## src/verilog/gpr_pkg.sv

```systemverilog
package gpr_pkg;

    // register file geometry
    parameter int REG_ADDR_W = 5;
    parameter int NUM_REGS   = 32;

    // where one operand is taken from
    typedef enum logic [2:0] {
        // register 0 reads as zero
        FWD_ZERO = 3'd0,
        // execute result
        FWD_EX   = 3'd1,
        // memory result
        FWD_MEM  = 3'd2,
        // write-back lanes merged over the stored word
        FWD_WB   = 3'd3,
        // stored register
        FWD_FILE = 3'd4
    } fwd_src_t;

endpackage

```

## src/verilog/hazard_pkg.sv

```systemverilog
package hazard_pkg;

    // why decode is held, first matching rule wins
    typedef enum logic [2:0] {
        STALL_NONE     = 3'd0,
        // execute producer has no result yet
        STALL_EX_LATE  = 3'd1,
        // memory producer has no result yet
        STALL_MEM_LATE = 3'd2,
        // branch compare depends on execute
        STALL_BRANCH   = 3'd3,
        // instruction wants an extra cycle after a write-back dependence
        STALL_WB_DEP   = 3'd4
    } stall_cause_t;

endpackage

```

## src/verilog/gpr_file.sv

```systemverilog
`timescale 1ns/10ps

module gpr_file #(
    parameter int DATA_W = 32,
    localparam int LANES = DATA_W / 8
) (
    input  logic                           clk,
    input  logic                           reset,
    input  logic [LANES-1:0]               wb_we,
    input  logic [gpr_pkg::REG_ADDR_W-1:0] wb_addr,
    input  logic [DATA_W-1:0]              wb_data,
    input  logic [gpr_pkg::REG_ADDR_W-1:0] raddr1,
    input  logic [gpr_pkg::REG_ADDR_W-1:0] raddr2,
    output logic [DATA_W-1:0]              file_data1,
    output logic [DATA_W-1:0]              file_data2
);

    logic [DATA_W-1:0] regs [gpr_pkg::NUM_REGS];

    // byte-lane write
    always_ff @(posedge clk) begin
        if (reset) begin
            for (int r = 0; r < gpr_pkg::NUM_REGS; r++) begin
                regs[r] <= '0;
            end
        end else begin
            for (int b = 0; b < LANES; b++) begin
                if (wb_we[b]) begin
                    regs[wb_addr][b*8 +: 8] <= wb_data[b*8 +: 8];
                end
            end
        end
    end

    // raw contents, register 0 included
    // the zero for address 0 is chosen by the operand select
    assign file_data1 = regs[raddr1];
    assign file_data2 = regs[raddr2];

endmodule

```

## src/verilog/hazard_ctrl.sv

```systemverilog
`timescale 1ns/10ps

module hazard_ctrl #(
    parameter int DATA_W = 32,
    localparam int LANES = DATA_W / 8
) (
    input  logic                           ren1,
    input  logic                           ren2,
    input  logic [gpr_pkg::REG_ADDR_W-1:0] raddr1,
    input  logic [gpr_pkg::REG_ADDR_W-1:0] raddr2,
    input  logic [LANES-1:0]               wb_we,
    input  logic [gpr_pkg::REG_ADDR_W-1:0] wb_addr,
    input  logic [LANES-1:0]               ex_wen,
    input  logic [gpr_pkg::REG_ADDR_W-1:0] ex_addr,
    input  logic                           ex_nofwd,
    input  logic [LANES-1:0]               mem_wen,
    input  logic [gpr_pkg::REG_ADDR_W-1:0] mem_addr,
    input  logic                           mem_nofwd,
    input  logic                           inst_wb_nofwd,
    input  logic                           id_is_branch,
    output gpr_pkg::fwd_src_t              full_sel1,
    output gpr_pkg::fwd_src_t              full_sel2,
    output gpr_pkg::fwd_src_t              raw_sel1,
    output gpr_pkg::fwd_src_t              raw_sel2,
    output logic [LANES-1:0]               wb_lane_hit1,
    output logic [LANES-1:0]               wb_lane_hit2,
    output logic                           stall_req,
    output hazard_pkg::stall_cause_t       stall_cause
);

    logic zero1;
    logic zero2;
    logic ex_hit1;
    logic ex_hit2;
    logic mem_hit1;
    logic mem_hit2;
    logic wb_hit1;
    logic wb_hit2;
    logic reading1;
    logic reading2;

    logic ex_dep;
    logic mem_dep;
    logic wb_dep;

    logic ex_late;
    logic mem_late;
    logic branch_dep;
    logic wb_extra;

    // priority: zero, ex, mem, wb, file
    function automatic gpr_pkg::fwd_src_t pick_src(
        input logic addr_zero,
        input logic ex_hit,
        input logic mem_hit,
        input logic wb_hit
    );
        gpr_pkg::fwd_src_t src;
        if (addr_zero) begin
            src = gpr_pkg::FWD_ZERO;
        end else if (ex_hit) begin
            src = gpr_pkg::FWD_EX;
        end else if (mem_hit) begin
            src = gpr_pkg::FWD_MEM;
        end else if (wb_hit) begin
            src = gpr_pkg::FWD_WB;
        end else begin
            src = gpr_pkg::FWD_FILE;
        end
        return src;
    endfunction

    assign zero1 = (raddr1 == '0);
    assign zero2 = (raddr2 == '0);

    // only bit 0 of the ex/mem enables means a register write
    assign ex_hit1  = ex_wen[0] && (raddr1 == ex_addr);
    assign ex_hit2  = ex_wen[0] && (raddr2 == ex_addr);
    assign mem_hit1 = mem_wen[0] && (raddr1 == mem_addr);
    assign mem_hit2 = mem_wen[0] && (raddr2 == mem_addr);

    // per-lane write-back hits
    assign wb_lane_hit1 = (raddr1 == wb_addr) ? wb_we : '0;
    assign wb_lane_hit2 = (raddr2 == wb_addr) ? wb_we : '0;
    assign wb_hit1      = |wb_lane_hit1;
    assign wb_hit2      = |wb_lane_hit2;

    assign full_sel1 = pick_src(zero1, ex_hit1, mem_hit1, wb_hit1);
    assign full_sel2 = pick_src(zero2, ex_hit2, mem_hit2, wb_hit2);

    // branch compare path never sees execute
    assign raw_sel1 = pick_src(zero1, 1'b0, mem_hit1, wb_hit1);
    assign raw_sel2 = pick_src(zero2, 1'b0, mem_hit2, wb_hit2);

    assign reading1 = ren1 && !zero1;
    assign reading2 = ren2 && !zero2;

    assign ex_dep  = (reading1 && ex_hit1) || (reading2 && ex_hit2);
    assign mem_dep = (reading1 && mem_hit1) || (reading2 && mem_hit2);
    assign wb_dep  = (reading1 && wb_hit1) || (reading2 && wb_hit2);

    assign ex_late    = ex_dep && ex_nofwd;
    assign mem_late   = mem_dep && mem_nofwd;
    assign branch_dep = id_is_branch && ex_dep;
    assign wb_extra   = inst_wb_nofwd && wb_dep;

    assign stall_req = ex_late || mem_late || branch_dep || wb_extra;

    always_comb begin
        if (ex_late) begin
            stall_cause = hazard_pkg::STALL_EX_LATE;
        end else if (mem_late) begin
            stall_cause = hazard_pkg::STALL_MEM_LATE;
        end else if (branch_dep) begin
            stall_cause = hazard_pkg::STALL_BRANCH;
        end else if (wb_extra) begin
            stall_cause = hazard_pkg::STALL_WB_DEP;
        end else begin
            stall_cause = hazard_pkg::STALL_NONE;
        end
    end

endmodule

```

## src/verilog/operand_select.sv

```systemverilog
`timescale 1ns/10ps

module operand_select #(
    parameter int DATA_W = 32,
    localparam int LANES = DATA_W / 8
) (
    input  logic [DATA_W-1:0] file_data,
    input  logic [DATA_W-1:0] wb_data_raw,
    input  logic [LANES-1:0]  wb_lane_hit,
    input  logic [DATA_W-1:0] ex_data,
    input  logic [DATA_W-1:0] mem_data,
    input  gpr_pkg::fwd_src_t full_sel,
    input  gpr_pkg::fwd_src_t raw_sel,
    output logic [DATA_W-1:0] operand,
    output logic [DATA_W-1:0] raw_operand
);

    logic [DATA_W-1:0] wb_view;

    // write-back lanes over the stored word
    always_comb begin
        for (int b = 0; b < LANES; b++) begin
            if (wb_lane_hit[b]) begin
                wb_view[b*8 +: 8] = wb_data_raw[b*8 +: 8];
            end else begin
                wb_view[b*8 +: 8] = file_data[b*8 +: 8];
            end
        end
    end

    always_comb begin
        case (full_sel)
            gpr_pkg::FWD_ZERO: operand = '0;
            gpr_pkg::FWD_EX:   operand = ex_data;
            gpr_pkg::FWD_MEM:  operand = mem_data;
            gpr_pkg::FWD_WB:   operand = wb_view;
            default:           operand = file_data;
        endcase
    end

    // raw_sel never carries FWD_EX
    always_comb begin
        case (raw_sel)
            gpr_pkg::FWD_ZERO: raw_operand = '0;
            gpr_pkg::FWD_MEM:  raw_operand = mem_data;
            gpr_pkg::FWD_WB:   raw_operand = wb_view;
            default:           raw_operand = file_data;
        endcase
    end

endmodule

```

## src/verilog/operand_stage.sv

```systemverilog
`timescale 1ns/10ps

module operand_stage #(
    parameter int DATA_W = 32,
    localparam int LANES = DATA_W / 8
) (
    input  logic                           clk,
    input  logic                           reset,
    input  logic                           ren1,
    input  logic                           ren2,
    input  logic [gpr_pkg::REG_ADDR_W-1:0] raddr1,
    input  logic [gpr_pkg::REG_ADDR_W-1:0] raddr2,
    input  logic [LANES-1:0]               wb_we,
    input  logic [gpr_pkg::REG_ADDR_W-1:0] wb_addr,
    input  logic [DATA_W-1:0]              wb_data,
    input  logic [DATA_W-1:0]              wb_data_raw,
    input  logic [LANES-1:0]               ex_wen,
    input  logic [gpr_pkg::REG_ADDR_W-1:0] ex_addr,
    input  logic [DATA_W-1:0]              ex_data,
    input  logic                           ex_nofwd,
    input  logic [LANES-1:0]               mem_wen,
    input  logic [gpr_pkg::REG_ADDR_W-1:0] mem_addr,
    input  logic [DATA_W-1:0]              mem_data,
    input  logic                           mem_nofwd,
    input  logic                           inst_wb_nofwd,
    input  logic                           id_is_branch,
    output logic [DATA_W-1:0]              rdata1,
    output logic [DATA_W-1:0]              rdata2,
    output logic [DATA_W-1:0]              raw_data1,
    output logic [DATA_W-1:0]              raw_data2,
    output logic                           stall_req,
    output hazard_pkg::stall_cause_t       stall_cause
);

    logic [DATA_W-1:0] file_data1;
    logic [DATA_W-1:0] file_data2;
    gpr_pkg::fwd_src_t full_sel1;
    gpr_pkg::fwd_src_t full_sel2;
    gpr_pkg::fwd_src_t raw_sel1;
    gpr_pkg::fwd_src_t raw_sel2;
    logic [LANES-1:0]  wb_lane_hit1;
    logic [LANES-1:0]  wb_lane_hit2;

    gpr_file #(.DATA_W(DATA_W)) regs (
        .clk        (clk),
        .reset      (reset),
        .wb_we      (wb_we),
        .wb_addr    (wb_addr),
        .wb_data    (wb_data),
        .raddr1     (raddr1),
        .raddr2     (raddr2),
        .file_data1 (file_data1),
        .file_data2 (file_data2)
    );

    hazard_ctrl #(.DATA_W(DATA_W)) ctrl (
        .ren1          (ren1),
        .ren2          (ren2),
        .raddr1        (raddr1),
        .raddr2        (raddr2),
        .wb_we         (wb_we),
        .wb_addr       (wb_addr),
        .ex_wen        (ex_wen),
        .ex_addr       (ex_addr),
        .ex_nofwd      (ex_nofwd),
        .mem_wen       (mem_wen),
        .mem_addr      (mem_addr),
        .mem_nofwd     (mem_nofwd),
        .inst_wb_nofwd (inst_wb_nofwd),
        .id_is_branch  (id_is_branch),
        .full_sel1     (full_sel1),
        .full_sel2     (full_sel2),
        .raw_sel1      (raw_sel1),
        .raw_sel2      (raw_sel2),
        .wb_lane_hit1  (wb_lane_hit1),
        .wb_lane_hit2  (wb_lane_hit2),
        .stall_req     (stall_req),
        .stall_cause   (stall_cause)
    );

    // read port 1
    operand_select #(.DATA_W(DATA_W)) sel1 (
        .file_data   (file_data1),
        .wb_data_raw (wb_data_raw),
        .wb_lane_hit (wb_lane_hit1),
        .ex_data     (ex_data),
        .mem_data    (mem_data),
        .full_sel    (full_sel1),
        .raw_sel     (raw_sel1),
        .operand     (rdata1),
        .raw_operand (raw_data1)
    );

    // read port 2
    operand_select #(.DATA_W(DATA_W)) sel2 (
        .file_data   (file_data2),
        .wb_data_raw (wb_data_raw),
        .wb_lane_hit (wb_lane_hit2),
        .ex_data     (ex_data),
        .mem_data    (mem_data),
        .full_sel    (full_sel2),
        .raw_sel     (raw_sel2),
        .operand     (rdata2),
        .raw_operand (raw_data2)
    );

endmodule
```

## config.mk

```make
export PLATFORM = sky130hd
export DESIGN_NAME = operand_stage
export DESIGN_NICKNAME = d
export VERILOG_FILES = /design/src/verilog/gpr_pkg.sv /design/src/verilog/hazard_pkg.sv /design/src/verilog/gpr_file.sv /design/src/verilog/hazard_ctrl.sv /design/src/verilog/operand_select.sv /design/src/verilog/operand_stage.sv
export SDC_FILE = /design/constraint.sdc
export NUM_CORES = 2
export LEC_CHECK = 0
export ABC_CLOCK_PERIOD_IN_PS = 3500
export BUFFER_PORTS_ARGS = -buffer_cell sky130_fd_sc_hd__buf_2
export CAP_MARGIN = 0
export CORE_UTILIZATION = 25
export DETAILED_ROUTE_END_ITERATION = 16
export PLACE_DENSITY = 0.41
export SLEW_MARGIN = 20
export SYNTH_ARGS = -nofsm -noshare
export SYNTH_HDL_FRONTEND = slang
export SYNTH_SLANG_ARGS = --single-unit
```

## constraint.sdc

```tcl
create_clock -name clk -period 3.5 [get_ports clk]
set_input_delay 0.35 -clock clk [delete_from_list [all_inputs] [get_ports clk]]
set_output_delay 0.35 -clock clk [all_outputs]
set_load 0.02 [all_outputs]
```

Word-level counts from Yosys, hierarchy flattened
Memory sizes are Yosys's and may differ from the RTL's.
Index checks and enable logic that the tools add are counted.
W data, S select, Z words.
{ "classes": {"n_eq_ne": 16, "mux": 45, "reduce_logical": 33} }
{ "ops": {"columns": ["op", "n"], "rows": [
  ["$pmux W32 S4", 2],
  ["$pmux W32 S3", 2],
  ["$mux W8", 8],
  ["$mux W3", 14],
  ["$mux W32", 1],
  ["$reduce_or A32 Y1", 1],
  ["$eq A5 B5 Y1", 6],
  ["$eq A3 B2 Y1 const B", 8],
  ["$logic_and A1 B1 Y1", 16],
  ["$mux W1", 14],
  ["$logic_not A3 Y1", 4],
  ["$mux W4", 3],
  ["$logic_not A5 Y1", 2],
  ["$reduce_or A4 Y1", 2],
  ["$eq A3 B1 Y1 const B", 2],
  ["$logic_or A1 B1 Y1", 6],
  ["$mux W5", 1],
  ["$logic_not A1 Y1", 2]
]} }
{ "totals": {"regBits": 0, "ram_bits": 1024, "in_bits": 173, "out_inout_bits": 132, "wordCells": 95, "memories": 1} }
{ "mem_list": {"columns": ["memory", "depth", "word_bits", "rd", "rd_ports_with_merged_regs", "wr", "line_no", "text"], "rows": [
  ["regs.regs", 32, 32, 2, 0, 32, "gpr_file.sv:18", "logic [DATA_W-1:0] regs [gpr_pkg::NUM_REGS];"]
]} }

Longest topological paths before layout
{ "logic_depth": {"word_depth": 10, "mapped_depth": 12, "mapped_depth_nobuf": 6} }

Cells and area by module
Synthesis repeated with hierarchy kept, for this count alone.
{ "unflattened": {"hier_cells": 5438, "area_unflattened_um2": 61597.8} }
{ "by_module_without_submodules": {"columns": ["mod", "instances", "cells_per_inst", "area_per_inst_um2"], "rows": [
  ["gpr_file", 1, 4794, 56917.1],
  ["operand_select (sel2)", 1, 265, 2038.2],
  ["operand_select (sel1)", 1, 280, 1938.1],
  ["hazard_ctrl", 1, 99, 704.4]
]} }

Worst setup path before layout
Ideal clock, no wire load.
{ "synth_timing": {"path_type": "input to output", "from": "input raddr2[4] (netlist name)", "to": "output rdata2[5]", "arrival_time_ns": 2.637, "t_required_ns": 3.150, "slack_ns": 0.513, "path_stages": 9, "cell_sequence": "clkbuf_1 nor2_1 and3b_1 buf_2 nor3_1 clkbuf_1 nand2_1 a32oi_1 a22o_1"} }
{ "synth_via": {"elab_chain_cells": 9, "elab_cells_between_ends": 19, "cone_classes": "eq/ne (6); mux (7); reduce/logical (5); memory (1)"} }
{ "synth_lines": {"columns": ["element", "line_no", "text"], "rows": [
  ["from (decl)", "operand_stage.sv:12", "input logic [gpr_pkg::REG_ADDR_W-1:0] raddr2,"],
  ["$eq A5 B5 Y1", "hazard_ctrl.sv:84", "assign wb_lane_hit2 = (raddr2 == wb_addr) ? wb_we : '0;"],
  ["$mux W4", "hazard_ctrl.sv:84", null],
  ["$reduce_or A4 Y1", "hazard_ctrl.sv:86", "assign wb_hit2 = |wb_lane_hit2;"],
  ["$mux W3", "hazard_ctrl.sv:65", "end else if (wb_hit) begin"],
  ["$mux W3", "hazard_ctrl.sv:63", "end else if (mem_hit) begin"],
  ["$mux W3", "hazard_ctrl.sv:61", "end else if (ex_hit) begin"],
  ["$mux W3", "hazard_ctrl.sv:59", "if (addr_zero) begin"],
  ["$eq A3 B2 Y1, or another cell as far along", "operand_select.sv:32", "case (full_sel)"],
  ["$pmux W32 S4 *", "operand_select.sv:32", null],
  ["to (decl)", "operand_stage.sv:28", "output logic [DATA_W-1:0] rdata2,"]
]} }
Every way passes the cells marked *; elsewhere a longest branch is shown, timed or not.

==> metrics.txt <==
# TYPE chip_impl_metric gauge
chip_impl_metric{name="finish.net_count",unit=""} 4918
chip_impl_metric{name="synth_to_layout_area_growth",unit="%"} 21.40
chip_impl_metric{name="ys.warnings.count",unit=""} 0
chip_impl_metric{name="h_tree_levels",unit=""} 3
chip_impl_metric{name="synthSimpleGateAreaFrac",unit="%"} 15.93
chip_impl_metric{name="ios",unit=""} 305
chip_impl_info{name="cts_root_buffer_type",value="sky130_fd_sc_hd__clkbuf_16"} 1
chip_impl_metric{name="layout.area.seq",unit="sq um"} 30750
chip_impl_metric{name="synth_compound_area_share",unit="%"} 5.250
chip_impl_metric{name="stdcell_count",unit=""} 7985
chip_impl_info{name="status",value="finished, violations left"} 1
chip_impl_metric{name="dp.cells",unit=""} 7747
chip_impl_metric{name="worst_slew_pin_slew",unit="ns"} 0.9366
chip_impl_metric{name="vias",unit=""} 40238
chip_impl_info{name="tritoncts",value="built"} 1
chip_impl_info{name="rsz0062_at_grt",value="yes"} 1
chip_impl_info{name="holdCritStartpoint",value="wb_data[20]"} 1
chip_impl_metric{name="synth.distinct_cells",unit=""} 55
chip_impl_info{name="timing.setup.critical_path_class",value="reg2out"} 1
chip_impl_info{name="most_used_cells_in_the_layout_excluding_fill_and_tap_cells",value="sky130_fd_sc_hd__and2_1, sky130_fd_sc_hd__edfxtp_1, sky130_fd_sc_hd__mux4_2"} 1
chip_impl_metric{name="detail_route.iter0.violations",unit=""} 3967
chip_impl_metric{name="timing_hold_violations_final",unit=""} 0
chip_impl_metric{name="yosys_register_bits",unit=""} 1024
chip_impl_metric{name="post_synth_xor_area_fraction",unit="%"} 0.4485
chip_impl_metric{name="synthAdderAreaFrac",unit="%"} 0
chip_impl_metric{name="wirelength",unit="um"} 253900
chip_impl_metric{name="ys_seq_area_share",unit="%"} 52.49
chip_impl_metric{name="timing.critical_path.required",unit="ns"} 3.15
chip_impl_metric{name="cts.reportedPaths.clkPinSlew",unit="ns"} 0.06
chip_impl_info{name="largestRegisters",value="regs.regs (1024)"} 1
chip_impl_metric{name="core-area",unit="sq um"} 232800
chip_impl_metric{name="final_max_slew_viol_count",unit=""} 0
chip_impl_metric{name="period_share",unit="%"} 101.2
chip_impl_metric{name="n_fill_cell",unit=""} 23175
chip_impl_info{name="worst_setup_path_end_kind",value="output port"} 1
chip_impl_metric{name="tritoncts.num_buffers",unit=""} 120
chip_impl_metric{name="dieWidth",unit="um"} 486.1
chip_impl_metric{name="total_power_consumption",unit="uW"} 32490
chip_impl_metric{name="design.die.area",unit="sq um"} 236300
chip_impl_metric{name="drc",unit=""} 0
chip_impl_metric{name="first_global_vias",unit=""} 40356
chip_impl_metric{name="grtUsageTotal",unit="%"} 21.14
chip_impl_metric{name="total_switching_power",unit="uW"} 9024
chip_impl_info{name="yosys_most_used_dff",value="sky130_fd_sc_hd__edfxtp_1"} 1
chip_impl_info{name="critical_path.startpoint",value="regs.regs[25][3]"} 1
chip_impl_metric{name="worst-endpoint-arrival",unit="ns"} 3.19
chip_impl_metric{name="synth_enable_flop_cells",unit=""} 1024
chip_impl_metric{name="yosys-mux-area-fraction",unit="%"} 23.17
chip_impl_metric{name="multi_input_area",unit="sq um"} 26670
chip_impl_metric{name="finish.utilization",unit="%"} 30.56
chip_impl_metric{name="powerDensity",unit="nW/um^2"} 456.8
chip_impl_metric{name="maxCapViolCount",unit=""} 0
chip_impl_metric{name="cp_slowest_stage_delay",unit="ns"} 0.55
chip_impl_metric{name="synthesis.instances",unit=""} 4195
chip_impl_metric{name="ys_async_sr_fraction",unit="%"} 0
chip_impl_info{name="cp-start-kind",value="flip-flop"} 1
chip_impl_metric{name="period_minus_ws_final",unit="ns"} 3.543
chip_impl_metric{name="maximum_buffer_depth_of_the_clock_tree",unit=""} 3
chip_impl_info{name="crit_path_top_delay_cell",value="sky130_fd_sc_hd__mux4_2"} 1
chip_impl_metric{name="p_leak",unit="uW"} 0.02554
chip_impl_metric{name="finish.instance_area",unit="sq um"} 71120
chip_impl_metric{name="power.clock.fraction",unit="%"} 37.9
chip_impl_metric{name="largest_net_degree_at_the_start_of_global_routing",unit=""} 46
chip_impl_metric{name="grt_antenna_before_repair",unit=""} 27
chip_impl_metric{name="average_size_of_a_mapped_cell",unit="sq um"} 13.97
chip_impl_metric{name="swShare",unit="%"} 27.77
chip_impl_metric{name="fmax",unit="MHz"} 282.3
chip_impl_metric{name="cts_hold_buffers",unit=""} 0
chip_impl_metric{name="nets_in_the_synthesized_netlist",unit=""} 4368
chip_impl_metric{name="fraction_of_layout_cells_with_a_size_suffix_above_1",unit="%"} 33.73
chip_impl_info{name="regMostFlops",value="regs.regs"} 1
chip_impl_info{name="failed_checks",value="setup timing"} 1
chip_impl_metric{name="power.share.sequential",unit="%"} 44.8
chip_impl_metric{name="antenna_left",unit=""} 0
chip_impl_info{name="critical_path.top_delay_family",value="compound AO/OA/AOI/OAI gates"} 1
chip_impl_metric{name="portBuffers",unit=""} 298
chip_impl_metric{name="dp_hpwl",unit="um"} 189000
chip_impl_info{name="layout.cells.most_common",value="sky130_fd_sc_hd__and2_1"} 1
chip_impl_metric{name="detailedRoute.firstPassIterationCount",unit=""} 6
chip_impl_metric{name="globalRoute.totalOverflow",unit=""} 0
chip_impl_metric{name="std_cell_rows",unit=""} 177
chip_impl_metric{name="detailed_place.area",unit="sq um"} 66940
chip_impl_info{name="worstPathCellList",value="mux4_2, and2_1, a32oi_1, o311ai_1, buf_4, a221o_1, a22o_1, buf_2"} 1
chip_impl_metric{name="netlist_area",unit="sq um"} 58580
chip_impl_metric{name="global_route_wire_length_before_repair",unit="um"} 344600
chip_impl_metric{name="largest_register_ffs",unit=""} 1024
chip_impl_metric{name="maxSlewHeadroom",unit="%"} 37.56
chip_impl_metric{name="post-route-worst-setup-slack",unit="ns"} -0.04291
chip_impl_metric{name="number_of_sinks_driven_by_the_clock_tree",unit=""} 1024
chip_impl_info{name="min-delay-path-class",value="in2reg"} 1
chip_impl_metric{name="place.gp.congestion",unit=""} 0.8545
chip_impl_metric{name="timing.critical_path.fanout_max",unit=""} 2
chip_impl_metric{name="floorplan.initialDensity",unit="%"} 25.17
chip_impl_metric{name="cp_num_buf_inv",unit=""} 2
chip_impl_metric{name="setup-violations-final",unit=""} 1
chip_impl_metric{name="die-height",unit="um"} 486.1
chip_impl_metric{name="wl_per_cell",unit="um"} 31.80
chip_impl_metric{name="fin_hold_ws",unit="ns"} 0.3069
chip_impl_metric{name="comb_pwr_share",unit="%"} 17.3
chip_impl_metric{name="internal_power",unit="uW"} 23470
chip_impl_info{name="synth_top_family_by_area",value="multiplexers"} 1
chip_impl_metric{name="vdd_ir_drop_max",unit="uV"} 479.2
chip_impl_metric{name="viasPerCell",unit=""} 5.039
-- synth_stat cells, types with 3 or more instances --
| cell | n | area share (%) |
|---|---|---|
| sky130_fd_sc_hd__o221ai_1 | 5 | 0.075 |
| sky130_fd_sc_hd__a221o_1 | 29 | 0.50 |
| sky130_fd_sc_hd__a41oi_1 | 6 | 0.090 |
| sky130_fd_sc_hd__and3_1 | 11 | 0.12 |
| sky130_fd_sc_hd__a22oi_1 | 103 | 1.3 |
| sky130_fd_sc_hd__buf_1 | 32 | 0.21 |
| sky130_fd_sc_hd__nand4_1 | 23 | 0.25 |
| sky130_fd_sc_hd__buf_2 | 74 | 0.63 |
| sky130_fd_sc_hd__mux2_2 | 30 | 0.58 |
| sky130_fd_sc_hd__o31ai_1 | 7 | 0.090 |
| sky130_fd_sc_hd__o21ai_0 | 104 | 0.89 |
| sky130_fd_sc_hd__nor2b_1 | 13 | 0.14 |
| sky130_fd_sc_hd__a21oi_1 | 14 | 0.12 |
| sky130_fd_sc_hd__nor2_1 | 180 | 1.2 |
| sky130_fd_sc_hd__or3_1 | 4 | 0.043 |
| sky130_fd_sc_hd__a221oi_1 | 33 | 0.49 |
| sky130_fd_sc_hd__a211oi_1 | 5 | 0.064 |
| sky130_fd_sc_hd__o211ai_1 | 9 | 0.12 |
| sky130_fd_sc_hd__edfxtp_1 | 1024 | 52 |
| sky130_fd_sc_hd__and2_1 | 1038 | 11 |
| sky130_fd_sc_hd__a32oi_1 | 19 | 0.28 |
| sky130_fd_sc_hd__nor3_1 | 11 | 0.094 |
| sky130_fd_sc_hd__nand3_1 | 39 | 0.33 |
| sky130_fd_sc_hd__a2bb2oi_1 | 8 | 0.12 |
| sky130_fd_sc_hd__xor2_1 | 13 | 0.19 |
| sky130_fd_sc_hd__a21o_1 | 7 | 0.090 |
| sky130_fd_sc_hd__and3b_1 | 3 | 0.045 |
| sky130_fd_sc_hd__nor3b_1 | 4 | 0.051 |
| sky130_fd_sc_hd__nand2_1 | 144 | 0.92 |
| sky130_fd_sc_hd__o311ai_0 | 7 | 0.10 |
| sky130_fd_sc_hd__mux2i_1 | 229 | 3.9 |
| sky130_fd_sc_hd__buf_6 | 11 | 0.21 |
| sky130_fd_sc_hd__or2_2 | 129 | 1.4 |
| sky130_fd_sc_hd__a222oi_1 | 18 | 0.31 |
| sky130_fd_sc_hd__inv_1 | 7 | 0.045 |
| sky130_fd_sc_hd__clkbuf_1 | 211 | 1.4 |
| sky130_fd_sc_hd__nand2b_1 | 16 | 0.17 |
| sky130_fd_sc_hd__a22o_1 | 29 | 0.43 |
| sky130_fd_sc_hd__mux4_2 | 486 | 19 |
| sky130_fd_sc_hd__xnor2_1 | 17 | 0.25 |
| sky130_fd_sc_hd__buf_4 | 20 | 0.26 |
| sky130_fd_sc_hd__a311oi_1 | 6 | 0.090 |
-- layout make-up --
class                           count  share of cell area, %
Sequential cell                  1024                  43.24
Multi-Input combinational cell   2814                  37.50
Timing Repair Buffer              776                  8.437
Tap cell                         3132                  5.510
Clock buffer                      156                  4.502
Clock inverter                     62                 0.7283
Inverter                            9                0.04750
Antenna cell                       12                0.04222
-- layer usage --
| layer | up-vias | track usage (%) | routed length, um |
|---|---|---|---|
| met1 | 21148 | 27.13 | 104900 |
| met2 | 1449 | 34.89 | 121400 |
| met4 | 18 | 10.29 | 13720 |
| li1 | 17282 | - | - |
| met3 | 341 | 2.966 | 13780 |
| met5 | - | 0 | 113 |
-- power by group through the flow --
stage | registers (uW) | logic, uW | clock network (uW)
finish | 14500 | 5620 | 12300
global route | 14600 | 5850 | 12900
CTS | 14500 | 5650 | 12500
detailed placement | 14800 | 5570 | 0
global placement | 14800 | 5560 | 0
floorplan | 14600 | 3040 | 0
-- cells by family after synthesis --
logic type	after synthesis
flops	1024
buf+inv	357
mux	745
simple gates	1625
compound gates	414
xor+xnor	30
-- timing repair --
action                     in CTS  in global routing
setup endpoints to repair      75                 19
pin swaps                      14                 10
buffers inserted               10                  1
gates resized for setup        49                 22
-- metrics by stage --
step | TNS [ns] | setup slack, ns
2_1_floorplan | 0 | 0.5125
3_3_place_gp | -7.748 | -0.2532
3_5_place_dp | -7.364 | -0.2536
4_1_cts | -0.1221 | -0.08076
5_1_grt | -0.1855 | -0.07770
6_report | -0.04291 | -0.04291
-- path summary, 6_finish.rpt --
path	to	slack, ns	cells after the start
min	regs.regs[15][20]	0.31	2
max	rdata2[3]	-0.04	8
Note: power is estimated with default switching activity, not from simulation.
